`src/uart_cfg_pkg.sv`:
```
`default_nettype none

package uart_cfg_pkg;

   // Serial line timing
   localparam int CLKS_PER_BIT = 8;
   localparam int HALF_BIT     = CLKS_PER_BIT / 2;
   localparam int CLK_CNT_W    = $clog2(CLKS_PER_BIT);
   localparam int DATA_BITS    = 8;
   localparam int FRAME_BITS   = DATA_BITS + 2; // Start, data, stop

   // Transmit FIFO geometry
   localparam int FIFO_DEPTH = 16;
   localparam int FIFO_AW    = 4;

   typedef logic [DATA_BITS-1:0] byte_t;

   // Cycle counter within one bit time
   typedef logic [CLK_CNT_W-1:0] bit_tmr_t;

endpackage

`default_nettype wire

```
`src/report_pkg.sv`:
```
`default_nettype none

package report_pkg;

   localparam int DP_WIDTH = 16;
   localparam int NUM_NIB  = DP_WIDTH / 4;  // Hex digits per word
   localparam int NIB_CW   = $clog2(NUM_NIB);

   // "R", digit, ":", hex digits, LF, CR
   localparam int MSG_LEN = NUM_NIB + 5;

   typedef logic [DP_WIDTH-1:0] dp_word_t;
   typedef logic [1:0]          reg_num_t;

   typedef struct packed {
      reg_num_t reg_num;
      dp_word_t data;
   } report_req_t;

   typedef enum logic [2:0] {
      ST_IDLE,
      ST_R,
      ST_REG,
      ST_COLON,
      ST_NIB,
      ST_NL,
      ST_CR
   } fmt_state_t;

endpackage

`default_nettype wire

```
`src/report_formatter.sv`:
```
`timescale 1ns/1ps
`default_nettype none

module report_formatter
   import uart_cfg_pkg::*, report_pkg::*;
(
   input  wire         clk,
   input  wire         rst,
   input  report_req_t i_req,
   input  wire         i_req_stb,
   input  wire         i_fifo_full,
   output byte_t       o_wr_data,
   output logic        o_wr_en,
   output logic        o_busy
);

   fmt_state_t              state;
   logic [NIB_CW-1:0]       nib_cnt;
   report_req_t             req_q;
   logic                    advance;

   function automatic byte_t nib2ascii(input logic [3:0] nib);
      if (nib < 4'd10)
         nib2ascii = 8'h30 + {4'h0, nib};       // '0'..'9'
      else
         nib2ascii = 8'h41 + {4'h0, nib} - 8'd10; // 'A'..'F'
   endfunction

   assign o_busy  = (state != ST_IDLE);
   assign advance = o_busy & ~i_fifo_full; // One character per free slot
   assign o_wr_en = advance;

   always_ff @(posedge clk)
   begin
      if (rst)
      begin
         state   <= ST_IDLE;
         nib_cnt <= '0;
      end
      else if (state == ST_IDLE)
      begin
         if (i_req_stb)
            state <= ST_R;
      end
      else if (advance)
      begin
         unique case (state)
            ST_R:     state <= ST_REG;
            ST_REG:   state <= ST_COLON;
            ST_COLON:
            begin
               nib_cnt <= '0;
               state   <= ST_NIB;
            end
            ST_NIB:
            begin
               nib_cnt <= nib_cnt + 1'b1;
               if (nib_cnt == NIB_CW'(NUM_NIB - 1))
                  state <= ST_NL;
            end
            ST_NL:    state <= ST_CR;
            default:  state <= ST_IDLE; // CR written
         endcase
      end
   end

   // Request capture and nibble shifting
   always_ff @(posedge clk)
   begin
      if (state == ST_IDLE && i_req_stb)
         req_q <= i_req;
      else if (state == ST_NIB && advance)
         req_q.data <= req_q.data << 4;
   end

   always_comb
   begin
      unique case (state)
         ST_R:     o_wr_data = "R";
         ST_REG:   o_wr_data = nib2ascii({2'b00, req_q.reg_num});
         ST_COLON: o_wr_data = ":";
         ST_NIB:   o_wr_data = nib2ascii(req_q.data[DP_WIDTH-1 -: 4]);
         ST_NL:    o_wr_data = 8'h0a;
         ST_CR:    o_wr_data = 8'h0d;
         default:  o_wr_data = '0;
      endcase
   end

endmodule

`default_nettype wire

```
`src/byte_fifo.sv`:
```
`timescale 1ns/1ps
`default_nettype none

module byte_fifo
   import uart_cfg_pkg::*;
(
   input  wire   clk,
   input  wire   rst,
   input  wire   i_wr,
   input  byte_t i_data,
   input  wire   i_rd,
   output byte_t o_data,
   output logic  o_full,
   output logic  o_empty
);

   byte_t              mem [FIFO_DEPTH];
   logic [FIFO_AW-1:0] wr_ptr;
   logic [FIFO_AW-1:0] rd_ptr;
   logic [FIFO_AW:0]   count;
   logic               do_wr;
   logic               do_rd;

   assign o_full  = (count == (FIFO_AW+1)'(FIFO_DEPTH));
   assign o_empty = (count == '0);
   assign do_wr   = i_wr & ~o_full;  // Dropped when full
   assign do_rd   = i_rd & ~o_empty;

   always_ff @(posedge clk)
   begin
      if (rst)
      begin
         wr_ptr <= '0;
         rd_ptr <= '0;
         count  <= '0;
      end
      else
      begin
         if (do_wr)
            wr_ptr <= wr_ptr + 1'b1;
         if (do_rd)
            rd_ptr <= rd_ptr + 1'b1;
         if (do_wr && !do_rd)
            count <= count + 1'b1;
         else if (do_rd && !do_wr)
            count <= count - 1'b1;
      end
   end

   // Storage and registered read port
   always_ff @(posedge clk)
   begin
      if (do_wr)
         mem[wr_ptr] <= i_data;
      if (do_rd)
         o_data <= mem[rd_ptr]; // Valid the cycle after the read
   end

endmodule

`default_nettype wire

```
`src/uart_tx.sv`:
```
`timescale 1ns/1ps
`default_nettype none

module uart_tx
   import uart_cfg_pkg::*;
(
   input  wire   clk,
   input  wire   rst,
   input  wire   i_start,
   input  byte_t i_data,
   output logic  o_tx,
   output logic  o_active
);

   logic [FRAME_BITS-1:0]         shift_q;
   logic [$clog2(FRAME_BITS)-1:0] bit_idx;
   bit_tmr_t                      tmr;

   // Line idles high between frames
   assign o_tx = ~o_active | shift_q[0];

   always_ff @(posedge clk)
   begin
      if (rst)
      begin
         o_active <= 1'b0;
         tmr      <= '0;
         bit_idx  <= '0;
      end
      else if (!o_active)
      begin
         if (i_start)
         begin
            o_active <= 1'b1;
            tmr      <= '0;
            bit_idx  <= '0;
         end
      end
      else if (tmr == bit_tmr_t'(CLKS_PER_BIT - 1))
      begin
         tmr     <= '0;
         bit_idx <= bit_idx + 1'b1;
         if (bit_idx == ($clog2(FRAME_BITS))'(FRAME_BITS - 1))
            o_active <= 1'b0; // Stop bit done
      end
      else
         tmr <= tmr + 1'b1;
   end

   always_ff @(posedge clk)
   begin
      if (!o_active && i_start)
         shift_q <= {1'b1, i_data, 1'b0}; // Stop, data LSB first, start
      else if (o_active && tmr == bit_tmr_t'(CLKS_PER_BIT - 1))
         shift_q <= {1'b1, shift_q[FRAME_BITS-1:1]};
   end

endmodule

`default_nettype wire

```
`src/uart_rx.sv`:
```
`timescale 1ns/1ps
`default_nettype none

module uart_rx
   import uart_cfg_pkg::*;
(
   input  wire   clk,
   input  wire   rst,
   input  wire   i_rx,
   output byte_t o_data,
   output logic  o_valid
);

   typedef enum logic [1:0] {
      RX_IDLE,
      RX_START,
      RX_DATA,
      RX_STOP
   } rx_state_t;

   rx_state_t                    state;
   logic                         rx_meta;
   logic                         rx_sync;
   bit_tmr_t                     tmr;
   logic [$clog2(DATA_BITS)-1:0] bit_idx;
   byte_t                        shift_q;
   logic                         bit_end;

   assign bit_end = (tmr == bit_tmr_t'(CLKS_PER_BIT - 1));

   always_ff @(posedge clk)
   begin
      if (rst)
      begin
         rx_meta <= 1'b1;
         rx_sync <= 1'b1;
      end
      else
      begin
         rx_meta <= i_rx;
         rx_sync <= rx_meta;
      end
   end

   always_ff @(posedge clk)
   begin
      if (rst)
      begin
         state   <= RX_IDLE;
         tmr     <= '0;
         bit_idx <= '0;
         o_valid <= 1'b0;
      end
      else
      begin
         o_valid <= 1'b0;
         tmr     <= tmr + 1'b1;
         unique case (state)
            RX_IDLE:
            begin
               tmr <= '0;
               if (!rx_sync)
                  state <= RX_START; // Falling start edge
            end
            RX_START:
            begin
               if (rx_sync)
                  state <= RX_IDLE;  // Glitch, not a start bit
               else if (tmr == bit_tmr_t'(HALF_BIT - 1))
               begin
                  tmr     <= '0;     // Now centred on the start bit
                  bit_idx <= '0;
                  state   <= RX_DATA;
               end
            end
            RX_DATA:
               if (bit_end)
               begin
                  bit_idx <= bit_idx + 1'b1;
                  if (bit_idx == ($clog2(DATA_BITS))'(DATA_BITS - 1))
                     state <= RX_STOP;
               end
            default:
               if (bit_end)
               begin
                  o_valid <= rx_sync; // Framing error gives no pulse
                  state   <= RX_IDLE;
               end
         endcase
      end
   end

   // Mid-bit sampling, LSB first
   always_ff @(posedge clk)
   begin
      if (state == RX_DATA && bit_end)
         shift_q <= {rx_sync, shift_q[DATA_BITS-1:1]};
      if (state == RX_STOP && bit_end && rx_sync)
         o_data <= shift_q;
   end

endmodule

`default_nettype wire

```
`src/uart_report_top.sv`:
```
`timescale 1ns/1ps
`default_nettype none

module uart_report_top
   import uart_cfg_pkg::*, report_pkg::*;
(
   input  wire         clk,
   input  wire         rst,
   input  report_req_t i_report,
   input  wire         i_report_stb,
   output logic        o_busy,
   output logic        o_tx,
   input  wire         i_rx,
   output byte_t       o_rx_data,
   output logic        o_rx_valid
);

   byte_t fifo_wr_data;
   byte_t fifo_rd_data;
   logic  fifo_wr;
   logic  fifo_full;
   logic  fifo_empty;
   logic  fifo_rd;
   logic  fifo_rd_z;   // Doubles as the transmitter start
   logic  tx_active;

   report_formatter report_formatter_i (
      .clk         (clk),
      .rst         (rst),
      .i_req       (i_report),
      .i_req_stb   (i_report_stb),
      .i_fifo_full (fifo_full),
      .o_wr_data   (fifo_wr_data),
      .o_wr_en     (fifo_wr),
      .o_busy      (o_busy)
   );

   byte_fifo byte_fifo_i (
      .clk     (clk),
      .rst     (rst),
      .i_wr    (fifo_wr),
      .i_data  (fifo_wr_data),
      .i_rd    (fifo_rd),
      .o_data  (fifo_rd_data),
      .o_full  (fifo_full),
      .o_empty (fifo_empty)
   );

   // One read per idle transmitter; the extra cycle covers the start latency
   assign fifo_rd = ~fifo_empty & ~tx_active & ~fifo_rd_z;

   always_ff @(posedge clk)
   begin
      if (rst)
         fifo_rd_z <= 1'b0;
      else
         fifo_rd_z <= fifo_rd;
   end

   uart_tx uart_tx_i (
      .clk      (clk),
      .rst      (rst),
      .i_start  (fifo_rd_z),
      .i_data   (fifo_rd_data),
      .o_tx     (o_tx),
      .o_active (tx_active)
   );

   uart_rx uart_rx_i (
      .clk     (clk),
      .rst     (rst),
      .i_rx    (i_rx),
      .o_data  (o_rx_data),
      .o_valid (o_rx_valid)
   );

endmodule

`default_nettype wire

```
`config.mk`:
```
export PLATFORM = sky130hd
export DESIGN_NAME = uart_report_top
export DESIGN_NICKNAME = d
export VERILOG_FILES = /design/src/uart_cfg_pkg.sv /design/src/report_pkg.sv /design/src/report_formatter.sv /design/src/byte_fifo.sv /design/src/uart_tx.sv /design/src/uart_rx.sv /design/src/uart_report_top.sv
export SDC_FILE = /design/constraint.sdc
export NUM_CORES = 1
export LEC_CHECK = 0
export BUFFER_PORTS_ARGS = -buffer_cell sky130_fd_sc_hd__buf_2
export CORE_ASPECT_RATIO = 0.7
export CORE_MARGIN = 2
export CORE_UTILIZATION = 55
export DETAILED_ROUTE_END_ITERATION = 8
export GPL_TIMING_DRIVEN = 0
export PLACE_DENSITY = 0.75
export SLEW_MARGIN = 25
export SYNTH_ARGS = -nofsm -noshare
export SYNTH_HDL_FRONTEND = slang
export SYNTH_SLANG_ARGS = --single-unit
export TNS_END_PERCENT = 30
```
`constraint.sdc`:
```
create_clock -name clk -period 3.9 [get_ports clk]
set_input_delay 0.39 -clock clk [delete_from_list [all_inputs] [get_ports clk]]
set_output_delay 0.39 -clock clk [all_outputs]
set_load 0.05 [all_outputs]
```
Word-level counts from Yosys, hierarchy flattened
Memories as Yosys holds them, arrays and structs flattened. A register that Yosys moved wholly into a read port is not among the register bits.
Index checks and enable logic that the tools add are counted.

storage, ports and cells
  flip-flop bits (word level) = 81
  latch bits = 0
  memory bits (writable) = 128
  ROM bits = 0
  logic and storage cells = 147
  memories = 1

operators by class
  $add $sub $neg = 15
  $mul = 0
  divide/modulo/power cells = 0
  $lt $le $gt $ge = 2
  equal/unequal tests = 25
  shifts and indexed selects = 0
  mux-type cells = 41
  bitwise operators = 12
  reductions and logical operators = 30

memory list
  memory           depth  bits a word  rd ports  clocked after Yosys merged registers in  write ports  line             source
  byte_fifo_i.mem  16     8            1         1                                        1            byte_fifo.sv:17  byte_t mem [FIFO_DEPTH];

operators with widths
  kind                                                                count
  8-bit case mux with 6 select lines                                  1
  3-bit 2-to-1 mux                                                    12
  16-bit 2-to-1 mux                                                   2
  3-bit == test, second input constant                                6
  9-bit 2-to-1 mux                                                    2
  8-bit 2-to-1 mux                                                    2
  8-bit by 4-bit subtractor with 8-bit output, second input constant  2
  3-bit case mux with 5 select lines                                  1
  2-bit nonzero test                                                  7
  4-bit by 1-bit adder with 4-bit output, second input constant       3
  2-bit 2-to-1 mux                                                    6
  4-bit 2-to-1 mux                                                    3
  3-bit case mux with 2 select lines                                  2
  5-bit 2-to-1 mux                                                    2
  3-bit by 1-bit adder with 3-bit output, second input constant       3
  3-bit by 2-bit == test with 1-bit output, second input constant     3
  1-bit logical AND                                                   9
  7-bit by 2-bit adder with 8-bit output, first input constant        1
  7-bit by 4-bit adder with 8-bit output, first input constant        1
  2-bit != test, second input constant                                4
  6-bit by 2-bit adder with 7-bit output, first input constant        1
  6-bit by 4-bit adder with 7-bit output, first input constant        1
  2-bit == test, second input constant                                3
  1-bit 2-to-1 mux                                                    6
  other kinds (26)                                                    42

Longest topological paths before layout
  depth in word-level cells = 8
  mapped depth = 10
  mapped depth without buffers = 9

Modules after synthesis
From an unflattened synthesis, not the netlist that was laid out.

second synthesis, totals
  cells, all modules = 592
  area, all modules = 9116.2 µm²

modules (own cells, without submodules)
  module            times used  cells each  area an instance (µm²)  sequential area each (µm²)
  byte_fifo         1           313         5894.4                  4344.2
  report_formatter  1           108         1261.2                  640.6
  uart_rx           1           81          1112.3                  700.7
  uart_tx           1           87          810.8                   420.4
  uart_report_top   1           3           37.5                    20.0

Least setup slack after synthesis
OpenSTA, ideal clock, no wires.

  path kind = register -> register
  from = register byte_fifo_i.count[0]
  to = register report_formatter_i.req_q[0] in the netlist's numbering, enable pin
  library setup time = 0.478 ns
  arrival time = 3.364 ns
  required time = 3.422 ns
  setup slack = 0.058 ns
  cell stages (with the launch flop) = 4
  path buffers = 0
  clock period less this slack = 3.842 ns
  cell sequence = dfxtp_1 > or4_4 > nor2_1 > a2111oi_0

between the ends
  longest elaborated chain between the ends = 5

RTL lines
  what                          line                    source
  start: declaration            byte_fifo.sv:20         logic [FIFO_AW:0] count;
  start signal: assignment      byte_fifo.sv:44         count <= count + 1'b1;
  start signal: assignment      byte_fifo.sv:46         count <= count - 1'b1;
  5-bit == test                 byte_fifo.sv:24         assign o_full = (count == (FIFO_AW+1)'(FIFO_DEPTH));
  1-bit NOT                     report_formatter.sv:30  assign advance = o_busy & ~i_fifo_full;
  1-bit AND                     report_formatter.sv:30
  1-bit logical AND             report_formatter.sv:72  else if (state == ST_NIB && advance)
  2-bit nonzero test (no line)  n/a
  end signal: assignment        report_formatter.sv:71  req_q <= i_req;
  end: declaration              report_formatter.sv:19  report_req_t req_q;

No other way between the ends.
A chain may end at the register's enable or synchronous reset.

Final worst setup path
  from = register byte_fifo_i.count[0]
  to = register byte_fifo_i.count[4]

between the ends
  longest elaborated chain between the ends = 8
  elaborated cells on any way between the ends = 18

RTL lines
  what                                                    line                                    source
  5-bit logical NOT                                       byte_fifo.sv:25                         assign o_empty = (count == '0);
  1-bit NOT                                               byte_fifo.sv:27, uart_report_top.sv:50
  1-bit AND (2 in series)                                 uart_report_top.sv:50                   assign fifo_rd = ~fifo_empty & ~tx_active & ~fifo_rd_z;
  1-bit AND                                               byte_fifo.sv:27                         assign do_rd = i_rd & ~o_empty;
  1-bit logical NOT                                       byte_fifo.sv:43                         if (do_wr && !do_rd)
  1-bit logical AND                                       byte_fifo.sv:43
  5-bit 2-to-1 mux or 2-bit nonzero test (tied branches)  n/a

Several ways; a longest one is shown, not always the timed one. The select of a mux whose other input is x is not followed.

==> flow_metrics.py <==
metrics = {
    "cts": {
        "cts_sinks": 200,
        "post_cts_resize_count": 0,
        "cts_made_buffers": 17,
        "clk_transition_reported_paths_ns": 0.07,
        "htree_num_levels": 4,
        "clk_path_buf_depth": 2,
        "clock_network_latency_to_the_later_pin_of_the_worst_skew_pair_ns": 0.43,
        "postCtsSetupBuffers": 0,
        "clock-root-buffer": "sky130_fd_sc_hd__clkbuf_16",
        "tritoncts_clock_tree": "done",
        "cts-hold-fix-buffers": 0,
    },
    "floorplanning": {
        "die_y_um": 106.6,
        "design.portCount": 33,
        "die-width_um": 150.6,
        "initial_utilization": 0.5635,
        "fp-row-count": 37,
        "core_area_um2": 14680,
        "die-area_um2": 16050,
    },
    "setup_path": {
        "worstPathMaxFanout": 5,
        "crit_path_top_delay_cell": "sky130_fd_sc_hd__or4_4",
        "critical-path-max-stage-delay_ns": 0.62,
        "timing.rr.end": "byte_fifo_i.count[4]$_SDFFE_PP0P_",
        "critical_path_required_ns": 4.21,
        "cp_data_arrival_time_ns": 3.18,
        "launch_instance_of_the_worst_register_to_register_path": "byte_fifo_i.count[0]$_SDFFE_PP0P_",
        "crit_type": "register to register",
        "setup.reg_to_reg.worst_slack_ns": 1.03,
        "rr_worst_depth": 9,
        "worstSetupEndpointType": "register",
        "sort_of_element_at_the_start_of_the_critical_path": "register",
        "cp_cell_sequence": "or4_4 -> o21ai_4 -> ha_1 -> inv_1 -> ha_1 -> nand2b_1 -> a21oi_1 -> mux2i_1 -> mux2_2",
        "cpMostUsedCell": "sky130_fd_sc_hd__ha_1",
    },
    "placement": {
        "routabilityCongestion": 0.8998,
        "portBuffers": 32,
        "post-place-ws_ns": 1.030,
        "dp_hpwl_um": 10530,
    },
    "job": {
        "maxCapViolations": 0,
    },
    "detailed_routing": {
        "viasPerCell": 5.928,
        "detailroute.wirelength.met3_um": 1047,
        "drc": 0,
        "drt-initial-drc-count": 356,
        "met2_wirelength_um": 7595,
        "wl_per_cell_um": 19.42,
        "routed-via-count": 4802,
        "first_pass_iters": 5,
        "post_route_wl_um": 15730,
        "topmost_layer_with_routed_signal_wires": "met4",
        "wl_met1_um": 6918,
        "drt.antenna.violating_nets": 0,
    },
    "layout": {
        "final.fill_count": 990,
        "antenna_cells": 0,
        "drive_above_1_share": 0.2244,
        "layout.area.seq_um2": 5615,
        "area.growth.synth_to_final_pct": 13.24,
        "multi_input_area_um2": 2516,
        "design.final.nets": 646,
        "final_util": 0.6381,
    },
    "yosys": {
        "post_synth.cell_area_avg_um2": 15.09,
        "syn_inst": 548,
        "flops_latches_synth": 200,
        "yosysSeqAreaShare": 0.6791,
        "synth_fp_nets": 592,
        "netlist-cell-type-count": 57,
        "synth_top_cells_by_count": "161 x sky130_fd_sc_hd__edfxtp_1, 56 x sky130_fd_sc_hd__nor2_1, 39 x sky130_fd_sc_hd__dfxtp_1",
        "synthArstFlopShare": 0,
        "synth_top_cell_by_area": "sky130_fd_sc_hd__edfxtp_1",
        "synth-edff-count": 161,
        "yosysWarningCount": 0,
        "yosys.area.top_type_share": 0.5847,
        "synth.cell_area_um2": 8269,
        "flip_flop_cell_with_the_highest_count_after_synthesis": "sky130_fd_sc_hd__edfxtp_1",
        "most_frequent_cell_after_synthesis": "sky130_fd_sc_hd__edfxtp_1",
        "ys_top_cells_by_area": "sky130_fd_sc_hd__edfxtp_1 58%, sky130_fd_sc_hd__dfxtp_1 9.4%, sky130_fd_sc_hd__mux4_2 7.6%",
    },
    "hold_path": {
        "endpoint_of_the_worst_hold_timing_path": "uart_rx_i.rx_meta$_SDFF_PP1_",
        "timing.hold.worst.class": "primary input to register",
        "timing.hold.worst.start": "i_rx",
        "holdPathStages": 2,
    },
    "global_routing": {
        "grt_start_max_net_pins": 20,
        "first_pass_grt_wire_length_um": 24920,
        "grt_pass1_vias": 4759,
        "grt_antenna_before_repair": 0,
        "grt.overflow.total": 0,
        "globalRouteTotalUtil": 0.2081,
    },
    "sta": {
        "maxClockFrequency_ghz": 0.3487,
        "timing.final.setup_violations": 0,
        "grt_setup_unrepaired": "false",
        "min_period_over_period": 0.7354,
        "clock_skew_ns": 0.009395,
        "timing.final.ws_setup_ns": 1.032,
        "timing.final.max_slew_violations": 0,
        "tightest_slew_ns": 0.8567,
        "tns_ns": 0,
        "post-route-min-period_ns": 2.868,
        "slew_headroom": 0.4288,
        "report.final.hold_viol_count": 0,
    },
    "pwr": {
        "power_mw": 6.133,
        "power-per-cell-area_nw_per_um2": 654.9,
        "internal-power_mw": 4.263,
        "share_seq_of_total_power": 0.453,
        "combinationalPowerShare": 0.248,
        "vdd_drop_max_uv": 379.2,
        "net-switching-power_mw": 1.870,
        "power.share.clock": 0.299,
        "fraction_of_power_spent_switching_nets": 0.3049,
        "leakagePower_nw": 3.229,
    },
    "status": {
        "status": "finished clean",
    },
}
## stage by stage
stage,hold slack [ns],std cells,area [um2]
floorplan,0.3895,548,8269
global placement,0.3925,775,8673
detailed placement,0.4005,778,8717
CTS,0.1326,810,9335
global route,0.1385,810,9364
finish,0.1467,810,9364
## final cells by class
cell class	instances	area share
Clock buffer	18	0.04690
Tap cell	195	0.02606
Buffer	28	0.01309
Multi-Input combinational cell	302	0.2687
Clock inverter	14	0.01911
Sequential cell	200	0.5997
Inverter	18	0.007215
Timing Repair Buffer	35	0.01924
## sequential cells by signal, indices dropped and copies added (netlist names), 3 cells and up
name / flops
byte_fifo_i.mem: 112
report_formatter_i.req_q: 18
uart_tx_i.shift_q: 9
uart_rx_i.o_data: 8
uart_rx_i.shift_q: 8
byte_fifo_i.o_data: 7
byte_fifo_i.count: 5
byte_fifo_i.rd_ptr: 4
byte_fifo_i.wr_ptr: 4
uart_tx_i.bit_idx: 4
report_formatter_i.state: 3
uart_rx_i.bit_idx: 3
uart_rx_i.tmr: 3
uart_tx_i.tmr: 3
## cell usage in the layout, fill, tap and decap left out, types with 5 or more instances in the layout
master                      netlist  final
sky130_fd_sc_hd__nand2b_1         7      7
sky130_fd_sc_hd__mux4_2          28     28
sky130_fd_sc_hd__and3_1           5      5
sky130_fd_sc_hd__xor2_1           8      8
sky130_fd_sc_hd__clkbuf_1        18     18
sky130_fd_sc_hd__nand2_1         33     33
sky130_fd_sc_hd__dfxtp_1         39     39
sky130_fd_sc_hd__buf_2            5     38
sky130_fd_sc_hd__o21ai_0         10      9
sky130_fd_sc_hd__mux2_2          13     13
sky130_fd_sc_hd__clkbuf_16        0     17
sky130_fd_sc_hd__nand3_1          5      5
sky130_fd_sc_hd__nor2b_1          5      5
sky130_fd_sc_hd__ha_1            21     21
sky130_fd_sc_hd__edfxtp_1       161    161
sky130_fd_sc_hd__nor3_1          10      6
sky130_fd_sc_hd__nor2_1          56     55
sky130_fd_sc_hd__mux2i_1          5      5
sky130_fd_sc_hd__a22oi_1         15     15
sky130_fd_sc_hd__a21oi_1         26     23
sky130_fd_sc_hd__inv_1           18     18
## kinds of logic after synthesis
kind of cell,synth area share
AO/OA/AOI/OAI,0.06567
XOR/XNOR,0.01165
adder cells (fa/ha/maj),0.03420
buffers and inverters,0.02300
flip-flops,0.6791
multiplexers,0.1000
AND/OR/NAND/NOR,0.08640
## worst max-delay path by stage
| stage | start | endpoint | slack (ns) | cells past startpoint |
|---|---|---|---|---|
| floorplan | byte_fifo_i.count[0]$_SDFFE_PP0P_ | report_formatter_i.req_q[0]$_SDFFCE_PN0P_ | 0.06 | 3 |
| global placement | byte_fifo_i.count[0]$_SDFFE_PP0P_ | report_formatter_i.req_q[10]$_DFFE_PP_ | -0.89 | 3 |
| detailed placement | fifo_rd_z$_SDFF_PP0_ | byte_fifo_i.count[4]$_SDFFE_PP0P_ | 1.03 | 9 |
| CTS | fifo_rd_z$_SDFF_PP0_ | byte_fifo_i.count[4]$_SDFFE_PP0P_ | 1.01 | 9 |
| global route | fifo_rd_z$_SDFF_PP0_ | byte_fifo_i.count[4]$_SDFFE_PP0P_ | 0.83 | 9 |
| finish | byte_fifo_i.count[0]$_SDFFE_PP0P_ | byte_fifo_i.count[4]$_SDFFE_PP0P_ | 1.03 | 9 |
## power by group through the flow
stage / clock network [mW] / logic, mW / registers [mW]
2_1_floorplan: 0 / 1.12 / 2.79
5_1_grt: 1.93 / 1.68 / 2.80
3_3_place_gp: 0 / 1.41 / 2.82
3_5_place_dp: 0 / 1.51 / 2.82
4_1_cts: 1.85 / 1.52 / 2.78
6_report: 1.83 / 1.52 / 2.78
## per-layer routing
metal,vias to the layer above,global-route usage
met3,19,0.05191
met5,-,0
met1,2410,0.2885
met2,185,0.3344
met4,0,0.05256
li1,2188,-
## critical path: cells and delay by family, from the launching register on
kind | cells | cell delay [ns]
buffers and inverters | 1 | 0.11
AOI/OAI and AO/OA | 2 | 0.41
adders and majority gates | 2 | 0.59
and+or+nand+nor | 2 | 0.69
muxes | 2 | 0.57
DFF | 1 | 0.38
Power figures use the tool's default switching activity.
